### config.mk
export PLATFORM = sky130hd
export DESIGN_NAME = aes_clp_top
export DESIGN_NICKNAME = d
export VERILOG_FILES = /design/src/rtl/aes_clp_pkg.sv /design/src/rtl/aes_clp_regs.sv /design/src/rtl/aes_clp_top.sv /design/src/rtl/entropy_prng.sv /design/src/rtl/kv_read_client.sv
export VERILOG_INCLUDE_DIRS = /design/src /design/src/include
export SDC_FILE = /design/constraint.sdc
export NUM_CORES = 1
export LEC_CHECK = 0
export BUFFER_PORTS_ARGS = -buffer_cell sky130_fd_sc_hd__buf_2
export CAP_MARGIN = 10
export CORE_ASPECT_RATIO = 0.9
export CORE_MARGIN = 8
export CORE_UTILIZATION = 50
export DETAILED_ROUTE_END_ITERATION = 8
export HOLD_SLACK_MARGIN = 0.15
export PLACE_DENSITY = 0.71
export SLEW_MARGIN = 20
export SYNTH_ARGS = -nofsm -noshare
export SYNTH_HDL_FRONTEND = slang
export SYNTH_SLANG_ARGS = --single-unit
### constraint.sdc
create_clock -name clk -period 13.37 [get_ports clk]
set_input_delay 2.674 -clock clk [delete_from_list [all_inputs] [get_ports clk]]
set_output_delay 2.674 -clock clk [all_outputs]
set_load 0.005 [all_outputs]
### src/include/aes_clp_params.svh
`ifndef AES_CLP_PARAMS_SVH
`define AES_CLP_PARAMS_SVH

// ==================================================
// Register window word addresses
// ==================================================
`define AES_CLP_NAME_ADDR    6'd0
`define AES_CLP_VERSION_ADDR 6'd1
`define KV_RD_CTRL_ADDR      6'd2
`define KV_RD_STATUS_ADDR    6'd3
// Seeds 0 to 3 follow from here
`define SEED_BASE_ADDR       6'd4

// Read-only identification words
`define AES_CLP_NAME_VAL     32'h4145_5343
`define AES_CLP_VERSION_VAL  32'h0001_0000

// Sizes in 32-bit words
`define KEY_DWORDS 8
`define SEED_WORDS 4

// Key fetch error codes
`define KV_SUCCESS   8'h00
`define KV_READ_FAIL 8'h01

// Generator state x y z w after reset
`define PRNG_RESET_SEED0 32'd123456789
`define PRNG_RESET_SEED1 32'd362436069
`define PRNG_RESET_SEED2 32'd521288629
`define PRNG_RESET_SEED3 32'd88675123

`endif

### src/rtl/aes_clp_pkg.sv
`include "aes_clp_params.svh"

package aes_clp_pkg;

  // ==================================================
  // Vector types
  // ==================================================

  // Host data, vault data, seeds, entropy
  typedef logic [31:0] word_t;

  // Full key as seen by the engine
  typedef logic [`KEY_DWORDS*32-1:0] key_t;

  // Word address in the host window
  typedef logic [5:0] reg_addr_t;

  // Vault slot and dword index within a key
  typedef logic [4:0] kv_entry_t;
  typedef logic [2:0] kv_offset_t;

  // Fetch result code
  typedef logic [7:0] kv_err_t;

  // ==================================================
  // Key fetch FSM
  // ==================================================
  typedef enum logic [1:0] {
    KV_IDLE,
    KV_REQ,
    KV_RELEASE,
    KV_DONE
  } kv_rd_state_e;

endpackage

### src/rtl/aes_clp_regs.sv
`timescale 1ns/1ps
`include "aes_clp_params.svh"

module aes_clp_regs (
  input  logic                                        clk,
  input  logic                                        reset_n,
  // Host port
  input  logic                                        host_req_i,
  input  logic                                        host_we_i,
  input  aes_clp_pkg::reg_addr_t                      host_addr_i,
  input  aes_clp_pkg::word_t                          host_wdata_i,
  output logic                                        host_ack_o,
  output aes_clp_pkg::word_t                          host_rdata_o,
  output logic                                        host_err_o,
  // Engine and key client
  input  logic                                        engine_idle_i,
  input  logic                                        kv_ready_i,
  input  logic                                        kv_done_i,
  input  aes_clp_pkg::kv_err_t                        kv_error_i,
  output logic                                        kv_start_o,
  output aes_clp_pkg::kv_entry_t                      kv_entry_o,
  // Seed words to the generator
  output aes_clp_pkg::word_t [`SEED_WORDS-1:0]        seed_o,
  output logic                                        seed_load_o
);

  logic                                 host_take;
  logic                                 host_wr;
  logic                                 bad_addr;
  logic                                 ro_addr;
  logic                                 acc_err;
  logic                                 ctrl_wr;
  logic                                 valid_q;
  aes_clp_pkg::word_t                   rdata_d;
  aes_clp_pkg::kv_entry_t               entry_q;
  aes_clp_pkg::word_t [`SEED_WORDS-1:0] seed_q;
  logic [`SEED_WORDS-1:0]               chunk_q;
  logic [`SEED_WORDS-1:0]               chunk_wr;

  // ==================================================
  // Host handshake and decode
  // ==================================================

  // New access accepted on the edge that raises ack
  assign host_take = host_req_i && !host_ack_o;
  assign host_wr   = host_take && host_we_i;

  // Past the last seed word
  assign bad_addr = host_addr_i > (`SEED_BASE_ADDR + 6'd3);
  // Identification and status are read only
  assign ro_addr  = (host_addr_i == `AES_CLP_NAME_ADDR) ||
                    (host_addr_i == `AES_CLP_VERSION_ADDR) ||
                    (host_addr_i == `KV_RD_STATUS_ADDR);
  assign acc_err  = bad_addr || (host_we_i && ro_addr);

  // Read mux
  always_comb begin
    rdata_d = '0;
    case (host_addr_i)
      `AES_CLP_NAME_ADDR:    rdata_d = `AES_CLP_NAME_VAL;
      `AES_CLP_VERSION_ADDR: rdata_d = `AES_CLP_VERSION_VAL;
      // read_en always reads back as zero
      `KV_RD_CTRL_ADDR:      rdata_d = {26'd0, entry_q, 1'b0};
      `KV_RD_STATUS_ADDR:    rdata_d = {22'd0, kv_error_i, valid_q, kv_ready_i};
      default: begin
        for (int i = 0; i < `SEED_WORDS; i++) begin
          if (host_addr_i == aes_clp_pkg::reg_addr_t'(`SEED_BASE_ADDR + i)) begin
            rdata_d = seed_q[i];
          end
        end
      end
    endcase
  end

  // Ack rises on accept and falls once req is seen low
  always_ff @(posedge clk or negedge reset_n) begin
    if (!reset_n) begin
      host_ack_o   <= 1'b0;
      host_rdata_o <= '0;
      host_err_o   <= 1'b0;
    end else if (host_take) begin
      host_ack_o   <= 1'b1;
      host_rdata_o <= rdata_d;
      host_err_o   <= acc_err;
    end else if (host_ack_o && !host_req_i) begin
      host_ack_o <= 1'b0;
    end
  end

  // ==================================================
  // Key read control and status
  // ==================================================

  // Write lock passes control writes only while engine idle and client ready
  assign ctrl_wr = host_wr && (host_addr_i == `KV_RD_CTRL_ADDR) &&
                   engine_idle_i && kv_ready_i;

  always_ff @(posedge clk or negedge reset_n) begin
    if (!reset_n) begin
      kv_start_o <= 1'b0;
      entry_q    <= '0;
    end else begin
      // One-cycle start pulse from read_en
      kv_start_o <= ctrl_wr && host_wdata_i[0];
      if (ctrl_wr) begin
        entry_q <= host_wdata_i[5:1];
      end
    end
  end

  assign kv_entry_o = entry_q;

  // Valid cleared by start and set by fetch end
  always_ff @(posedge clk or negedge reset_n) begin
    if (!reset_n) begin
      valid_q <= 1'b0;
    end else if (kv_start_o) begin
      valid_q <= 1'b0;
    end else if (kv_done_i) begin
      valid_q <= 1'b1;
    end
  end

  // ==================================================
  // Seed registers and chunk tracking
  // ==================================================
  always_comb begin
    for (int i = 0; i < `SEED_WORDS; i++) begin
      chunk_wr[i] = host_wr &&
                    (host_addr_i == aes_clp_pkg::reg_addr_t'(`SEED_BASE_ADDR + i));
    end
  end

  // Reseed once every chunk has been written
  assign seed_load_o = &chunk_q;

  always_ff @(posedge clk or negedge reset_n) begin
    if (!reset_n) begin
      seed_q  <= '0;
      chunk_q <= '0;
    end else begin
      for (int i = 0; i < `SEED_WORDS; i++) begin
        if (chunk_wr[i]) begin
          seed_q[i] <= host_wdata_i;
        end
      end
      // Tracking restarts after a reseed
      chunk_q <= seed_load_o ? '0 : (chunk_q | chunk_wr);
    end
  end

  assign seed_o = seed_q;

endmodule

### src/rtl/aes_clp_top.sv
`timescale 1ns/1ps
`include "aes_clp_params.svh"

module aes_clp_top (
  input  logic                    clk,
  input  logic                    reset_n,
  // Host register window
  input  logic                    host_req_i,
  input  logic                    host_we_i,
  input  aes_clp_pkg::reg_addr_t  host_addr_i,
  input  aes_clp_pkg::word_t      host_wdata_i,
  output logic                    host_ack_o,
  output aes_clp_pkg::word_t      host_rdata_o,
  output logic                    host_err_o,
  // Key vault
  output logic                    kv_req_o,
  output aes_clp_pkg::kv_entry_t  kv_entry_o,
  output aes_clp_pkg::kv_offset_t kv_offset_o,
  input  logic                    kv_ack_i,
  input  aes_clp_pkg::word_t      kv_data_i,
  input  logic                    kv_err_i,
  // Engine side
  input  logic                    engine_idle_i,
  output aes_clp_pkg::key_t       key_o,
  output logic                    key_valid_o,
  input  logic                    ent_req_i,
  output logic                    ent_ack_o,
  output aes_clp_pkg::word_t      ent_data_o
);

  logic                                 kv_start;
  aes_clp_pkg::kv_entry_t               ctrl_entry;
  logic                                 kv_ready;
  logic                                 kv_done;
  aes_clp_pkg::kv_err_t                 kv_error;
  aes_clp_pkg::word_t [`SEED_WORDS-1:0] seed;
  logic                                 seed_load;

  // ==================================================
  // Register file
  // ==================================================
  aes_clp_regs u_regs (
    .clk           (clk),
    .reset_n       (reset_n),
    .host_req_i    (host_req_i),
    .host_we_i     (host_we_i),
    .host_addr_i   (host_addr_i),
    .host_wdata_i  (host_wdata_i),
    .host_ack_o    (host_ack_o),
    .host_rdata_o  (host_rdata_o),
    .host_err_o    (host_err_o),
    .engine_idle_i (engine_idle_i),
    .kv_ready_i    (kv_ready),
    .kv_done_i     (kv_done),
    .kv_error_i    (kv_error),
    .kv_start_o    (kv_start),
    .kv_entry_o    (ctrl_entry),
    .seed_o        (seed),
    .seed_load_o   (seed_load)
  );

  // Key fetch from the vault
  kv_read_client u_kv_client (
    .clk         (clk),
    .reset_n     (reset_n),
    .start_i     (kv_start),
    .entry_i     (ctrl_entry),
    .kv_req_o    (kv_req_o),
    .kv_entry_o  (kv_entry_o),
    .kv_offset_o (kv_offset_o),
    .kv_ack_i    (kv_ack_i),
    .kv_data_i   (kv_data_i),
    .kv_err_i    (kv_err_i),
    .ready_o     (kv_ready),
    .done_o      (kv_done),
    .error_o     (kv_error),
    .key_o       (key_o),
    .key_valid_o (key_valid_o)
  );

  // Entropy for the engine
  entropy_prng u_prng (
    .clk         (clk),
    .reset_n     (reset_n),
    .seed_i      (seed),
    .seed_load_i (seed_load),
    .ent_req_i   (ent_req_i),
    .ent_ack_o   (ent_ack_o),
    .ent_data_o  (ent_data_o)
  );

endmodule

### src/rtl/entropy_prng.sv
`timescale 1ns/1ps
`include "aes_clp_params.svh"

module entropy_prng (
  input  logic                                 clk,
  input  logic                                 reset_n,
  // Reseed from the register file
  input  aes_clp_pkg::word_t [`SEED_WORDS-1:0] seed_i,
  input  logic                                 seed_load_i,
  // Entropy port
  input  logic                                 ent_req_i,
  output logic                                 ent_ack_o,
  output aes_clp_pkg::word_t                   ent_data_o
);

  aes_clp_pkg::word_t x_q;
  aes_clp_pkg::word_t y_q;
  aes_clp_pkg::word_t z_q;
  aes_clp_pkg::word_t w_q;
  aes_clp_pkg::word_t t;
  aes_clp_pkg::word_t w_next;
  logic               step;

  // One step per accepted request
  assign step = ent_req_i && !ent_ack_o;

  // Marsaglia xorshift128
  assign t      = x_q ^ (x_q << 11);
  assign w_next = w_q ^ (w_q >> 19) ^ t ^ (t >> 8);

  // Ack follows req by one edge and stays up while req held
  always_ff @(posedge clk or negedge reset_n) begin
    if (!reset_n) begin
      ent_ack_o <= 1'b0;
    end else if (step) begin
      ent_ack_o <= 1'b1;
    end else if (ent_ack_o && !ent_req_i) begin
      ent_ack_o <= 1'b0;
    end
  end

  // Reseed wins over a step
  always_ff @(posedge clk or negedge reset_n) begin
    if (!reset_n) begin
      x_q <= `PRNG_RESET_SEED0;
      y_q <= `PRNG_RESET_SEED1;
      z_q <= `PRNG_RESET_SEED2;
      w_q <= `PRNG_RESET_SEED3;
    end else if (seed_load_i) begin
      x_q <= seed_i[0];
      y_q <= seed_i[1];
      z_q <= seed_i[2];
      w_q <= seed_i[3];
    end else if (step) begin
      x_q <= y_q;
      y_q <= z_q;
      z_q <= w_q;
      w_q <= w_next;
    end
  end

  // Newest word
  assign ent_data_o = w_q;

endmodule

### src/rtl/kv_read_client.sv
`timescale 1ns/1ps
`include "aes_clp_params.svh"

module kv_read_client (
  input  logic                       clk,
  input  logic                       reset_n,
  // Control from the register file
  input  logic                       start_i,
  input  aes_clp_pkg::kv_entry_t     entry_i,
  // Key vault port
  output logic                       kv_req_o,
  output aes_clp_pkg::kv_entry_t     kv_entry_o,
  output aes_clp_pkg::kv_offset_t    kv_offset_o,
  input  logic                       kv_ack_i,
  input  aes_clp_pkg::word_t         kv_data_i,
  input  logic                       kv_err_i,
  // Status
  output logic                       ready_o,
  output logic                       done_o,
  output aes_clp_pkg::kv_err_t       error_o,
  // Key to the engine
  output aes_clp_pkg::key_t          key_o,
  output logic                       key_valid_o
);

  aes_clp_pkg::kv_rd_state_e            state_q;
  aes_clp_pkg::kv_entry_t               entry_q;
  aes_clp_pkg::kv_offset_t              offset_q;
  aes_clp_pkg::word_t [`KEY_DWORDS-1:0] key_store;
  logic                                 fail_q;
  logic                                 start_go;
  logic                                 word_take;
  logic                                 last_word;

  // Starts only honoured from idle
  assign start_go  = start_i && (state_q == aes_clp_pkg::KV_IDLE);
  assign word_take = (state_q == aes_clp_pkg::KV_REQ) && kv_ack_i;
  assign last_word = offset_q == aes_clp_pkg::kv_offset_t'(`KEY_DWORDS - 1);

  // ==================================================
  // Fetch FSM with one four-phase read per dword
  // ==================================================
  always_ff @(posedge clk or negedge reset_n) begin
    if (!reset_n) begin
      state_q  <= aes_clp_pkg::KV_IDLE;
      entry_q  <= '0;
      offset_q <= '0;
      fail_q   <= 1'b0;
    end else begin
      case (state_q)
        aes_clp_pkg::KV_IDLE: begin
          if (start_go) begin
            entry_q  <= entry_i;
            offset_q <= '0;
            fail_q   <= 1'b0;
            state_q  <= aes_clp_pkg::KV_REQ;
          end
        end
        aes_clp_pkg::KV_REQ: begin
          // Capture happens here and req drops next cycle
          if (kv_ack_i) begin
            fail_q  <= kv_err_i;
            state_q <= aes_clp_pkg::KV_RELEASE;
          end
        end
        aes_clp_pkg::KV_RELEASE: begin
          // Wait for vault to drop ack
          if (!kv_ack_i) begin
            if (fail_q || last_word) begin
              state_q <= aes_clp_pkg::KV_DONE;
            end else begin
              offset_q <= offset_q + 1'b1;
              state_q  <= aes_clp_pkg::KV_REQ;
            end
          end
        end
        aes_clp_pkg::KV_DONE: state_q <= aes_clp_pkg::KV_IDLE;
        default:              state_q <= aes_clp_pkg::KV_IDLE;
      endcase
    end
  end

  assign kv_req_o    = state_q == aes_clp_pkg::KV_REQ;
  assign kv_entry_o  = entry_q;
  assign kv_offset_o = offset_q;
  assign ready_o     = state_q == aes_clp_pkg::KV_IDLE;
  assign done_o      = state_q == aes_clp_pkg::KV_DONE;

  // Byte swap each vault word into engine order
  always_ff @(posedge clk) begin
    if (word_take) begin
      key_store[offset_q] <= {kv_data_i[7:0], kv_data_i[15:8],
                              kv_data_i[23:16], kv_data_i[31:24]};
    end
  end

  // ==================================================
  // Key output and result code
  // ==================================================
  always_ff @(posedge clk or negedge reset_n) begin
    if (!reset_n) begin
      error_o     <= `KV_SUCCESS;
      key_valid_o <= 1'b0;
      key_o       <= '0;
    end else if (start_go) begin
      // New fetch drops the old key
      error_o     <= `KV_SUCCESS;
      key_valid_o <= 1'b0;
      key_o       <= '0;
    end else if (done_o) begin
      if (fail_q) begin
        error_o     <= `KV_READ_FAIL;
        key_valid_o <= 1'b0;
        key_o       <= '0;
      end else begin
        error_o     <= `KV_SUCCESS;
        key_valid_o <= 1'b1;
        key_o       <= key_store;
      end
    end
  end

endmodule

==> out/metrics.cfg <==
[critical_path]
crit_fanout = 33
required_ns = 13.89
slowest_stage = and3_2
critical_path_arrival_ns = 5.66
critPathLaunchType = input pin
crit_chain = buf_2, nor4b_4, buf_4, and3_1, and3_2, mux2_2
slowest_delay_ns = 1.00
end_kind = flop
critPathKind = input pin to flop
reg2reg_depth = 7

[synthesis]
ys_seq_elements = 827
ys_warn_count = 0
async_flop_share = 0.6904
syn_area_per_cell_um2 = 15.11
syn_inst = 2073
seq_area_frac_synth = 0.7039
syn-num-nets = 2155
netlist_area_mm2 = 0.03133
synthFlopType = dfrtp_1
synth-edff-count = 256
yosysUniqueCellTypes = 49

[pwr]
internal-power_mw = 5.663
leakage_nw = 16.28
power.switching_mw = 2.534
p_comb_frac = 0.246
vdd_drop_max_uv = 147.2
power.density_mw_per_mm2 = 221.1
pwr-share-seq = 0.464
switching_share = 0.3091
power_frac_clock = 0.290

[finish]
layout.nets = 2535
final_cell_mix = dfrtp_1, buf_2, a22o_1, edfxtp_1, nand2_1
area_growth_pct = 18.34
drive_gt1_frac = 0.3072
final_common_cell = dfrtp_1
stdcell_area_mm2 = 0.03707

[clock_network]
insertion_delay_ns = 0.65
hold_buffers = 0
cts_tree = yes
clock_path_buffers = 3
cts_buffers = 82
post_cts_resize_count = 0
cts_sinks = 827
cts.reportedPaths.clkPinSlew_ns = 0.06
htreeDepth = 3
cts-root-buf = clkbuf_16
cts_setup_buffers = 0

[timing]
maxSlewHeadroom = 0.2502
rsz0062_at_grt = no
fin_setup_tns_ns = 0
drv_slew = 0
worstMarginPinSlew_ns = 1.125
skew_ns = 0.05223
finalCritPeriodShare = 0.3850
finalSetupViolations = 0
fmax_mhz = 194.3
hold_violations = 0
fin_crit_ns = 5.148

[routing]
wl_um = 86220
route.detailed.drc = 0
wl_per_cell_um = 25.57
routed_via_density = 5.806
drt_iter0_markers = 1764
vias = 19580
final_antenna_net_count = 0
first_pass_iters = 7

[placed_design]
place_congestion = 0.8466
dpl_cell_area_mm2 = 0.03424
io_buffers = 410
dp_hpwl_um = 55730

[min_path]
hold_path_depth = 1
hold_class = flop to flop

[floorplan]
start_util = 0.5031
fp.dieArea_mm2 = 0.07093
boundaryPins = 411
rows = 87
coreArea_mm2 = 0.06226
fp.dieH_um = 253.5
fp.dieW_um = 279.9

[grt]
grt_max_degree = 233
antenna_found_initial = 8
grt-ovfl-total = 0
grt_use_total = 0.2389
grt_pass1_wl_um = 129200
grt_pass1_vias = 20340

[status]
status = finished, final reports clean

[run]
drv_cap = 0

sequential cells by signal (all words and copies together) (netlist names):
name                     count
u_kv_client.error_o          1
u_kv_client.fail_q           1
u_kv_client.key_o          256
u_kv_client.key_store      256
u_kv_client.key_valid_o      1
u_kv_client.kv_entry_o       5
u_kv_client.kv_offset_o      3
u_kv_client.state_q          2
u_prng.ent_ack_o             1
u_prng.ent_data_o           32
u_prng.x_q                  32
u_prng.y_q                  32
u_prng.z_q                  32
u_regs.chunk_q               4
u_regs.host_ack_o            1
u_regs.host_err_o            1
u_regs.host_rdata_o         32
u_regs.kv_entry_o            5
u_regs.kv_start_o            1
u_regs.seed_o              128
u_regs.valid_q               1
power groups by stage:
| stage | clock network, mW | registers (mW) | logic [mW] |
|---|---|---|---|
| global route | 2.51 | 3.88 | 2.19 |
| CTS | 2.42 | 3.80 | 2.04 |
| global placement | 0 | 3.80 | 1.97 |
| finish | 2.38 | 3.81 | 2.01 |
| detailed placement | 0 | 3.82 | 2.03 |
| floorplan | 0 | 3.70 | 1.11 |
path summary, 6_finish.rpt:
check                                                           from                                  to  slack [ns]
worst min register to register  u_kv_client.key_store[122]$_DFFE_PP_  u_kv_client.key_o[122]$_DFFE_PN0P_        0.45
worst max-delay path                                  host_addr_i[5]      u_regs.seed_o[125]$_DFFE_PN0P_        8.22
worst max register to register         u_regs.host_ack_o$_DFFE_PN0P_       u_regs.seed_o[26]$_DFFE_PN0P_       10.14
max in group asynchronous                                    reset_n  u_kv_client.key_o[250]$_DFFE_PN0P_        9.85
worst min-delay path            u_kv_client.key_store[122]$_DFFE_PP_  u_kv_client.key_o[122]$_DFFE_PN0P_        0.45
min in group asynchronous                                    reset_n          u_prng.y_q[13]$_DFFE_PN0P_        2.04
layer usage:
layer / vias up / GRT usage / routed length (um)
met3: 173 / 0.08076 / 7706
met4: 6 / 0.09969 / 3869
met5: - / 0 / 37
met2: 719 / 0.3628 / 39500
li1: 8462 / - / -
met1: 10220 / 0.3153 / 35110
Yosys cell counts, types with 25 or more instances:
| cell type | instances | share of area |
|---|---|---|
| mux2_2 | 112 | 0.040 |
| clkbuf_1 | 104 | 0.012 |
| a22o_1 | 256 | 0.072 |
| xnor2_1 | 39 | 0.011 |
| mux2_1 | 29 | 0.010 |
| dfstp_2 | 61 | 0.051 |
| mux2i_1 | 108 | 0.035 |
| o21ai_0 | 131 | 0.021 |
| nand2_1 | 137 | 0.016 |
| dfrtp_1 | 510 | 0.41 |
| edfxtp_1 | 256 | 0.25 |
| nor2_1 | 34 | 0.0041 |
| a21oi_1 | 38 | 0.0061 |
| inv_1 | 25 | 0.0030 |
| xor2_1 | 25 | 0.0070 |
final cells by class:
| cell class | count | area (um2) |
|---|---|---|
| Inverter | 25 | 93.84 |
| Clock buffer | 121 | 2370 |
| Tap cell | 845 | 1057 |
| Antenna cell | 4 | 10.01 |
| Multi-Input combinational cell | 1080 | 8707 |
| Fill cell | 4748 | 25190 |
| Timing Repair Buffer | 437 | 2327 |
| Clock inverter | 33 | 456.7 |
| Sequential cell | 827 | 22050 |
worst max-delay path, delay by kind of cell:
family / cells / cell delay (ns)
muxes: 1 / 0.42
buffers and inverters: 2 / 0.58
and+or+nand+nor: 3 / 1.94
logic make-up after synthesis:
| family | count (synthesis) | synth area share |
|---|---|---|
| buf+inv | 166 | 0.02137 |
| mux | 267 | 0.09813 |
| simple gates | 249 | 0.03750 |
| flops | 827 | 0.7039 |
| compound gates | 491 | 0.1159 |
| fa+ha+maj | 4 | 0.001598 |
| xor+xnor | 69 | 0.02161 |
per-stage QoR:
stage               setup slack, ns  cells  total power, mW  hold slack, ns  utilization
finish                        8.222   3372            8.196          0.4514       0.5954
global placement              7.674   3214            5.768          0.4446       0.5499
detailed placement            7.617   3214            5.853          0.4484       0.5499
CTS                           8.286   3368            8.254          0.4473       0.5953
global route                  8.179   3370            8.583          0.4645       0.5954
floorplan                     7.025   2073            4.808          0.4251            -
No activity file was read; power rests on OpenSTA's default activity.
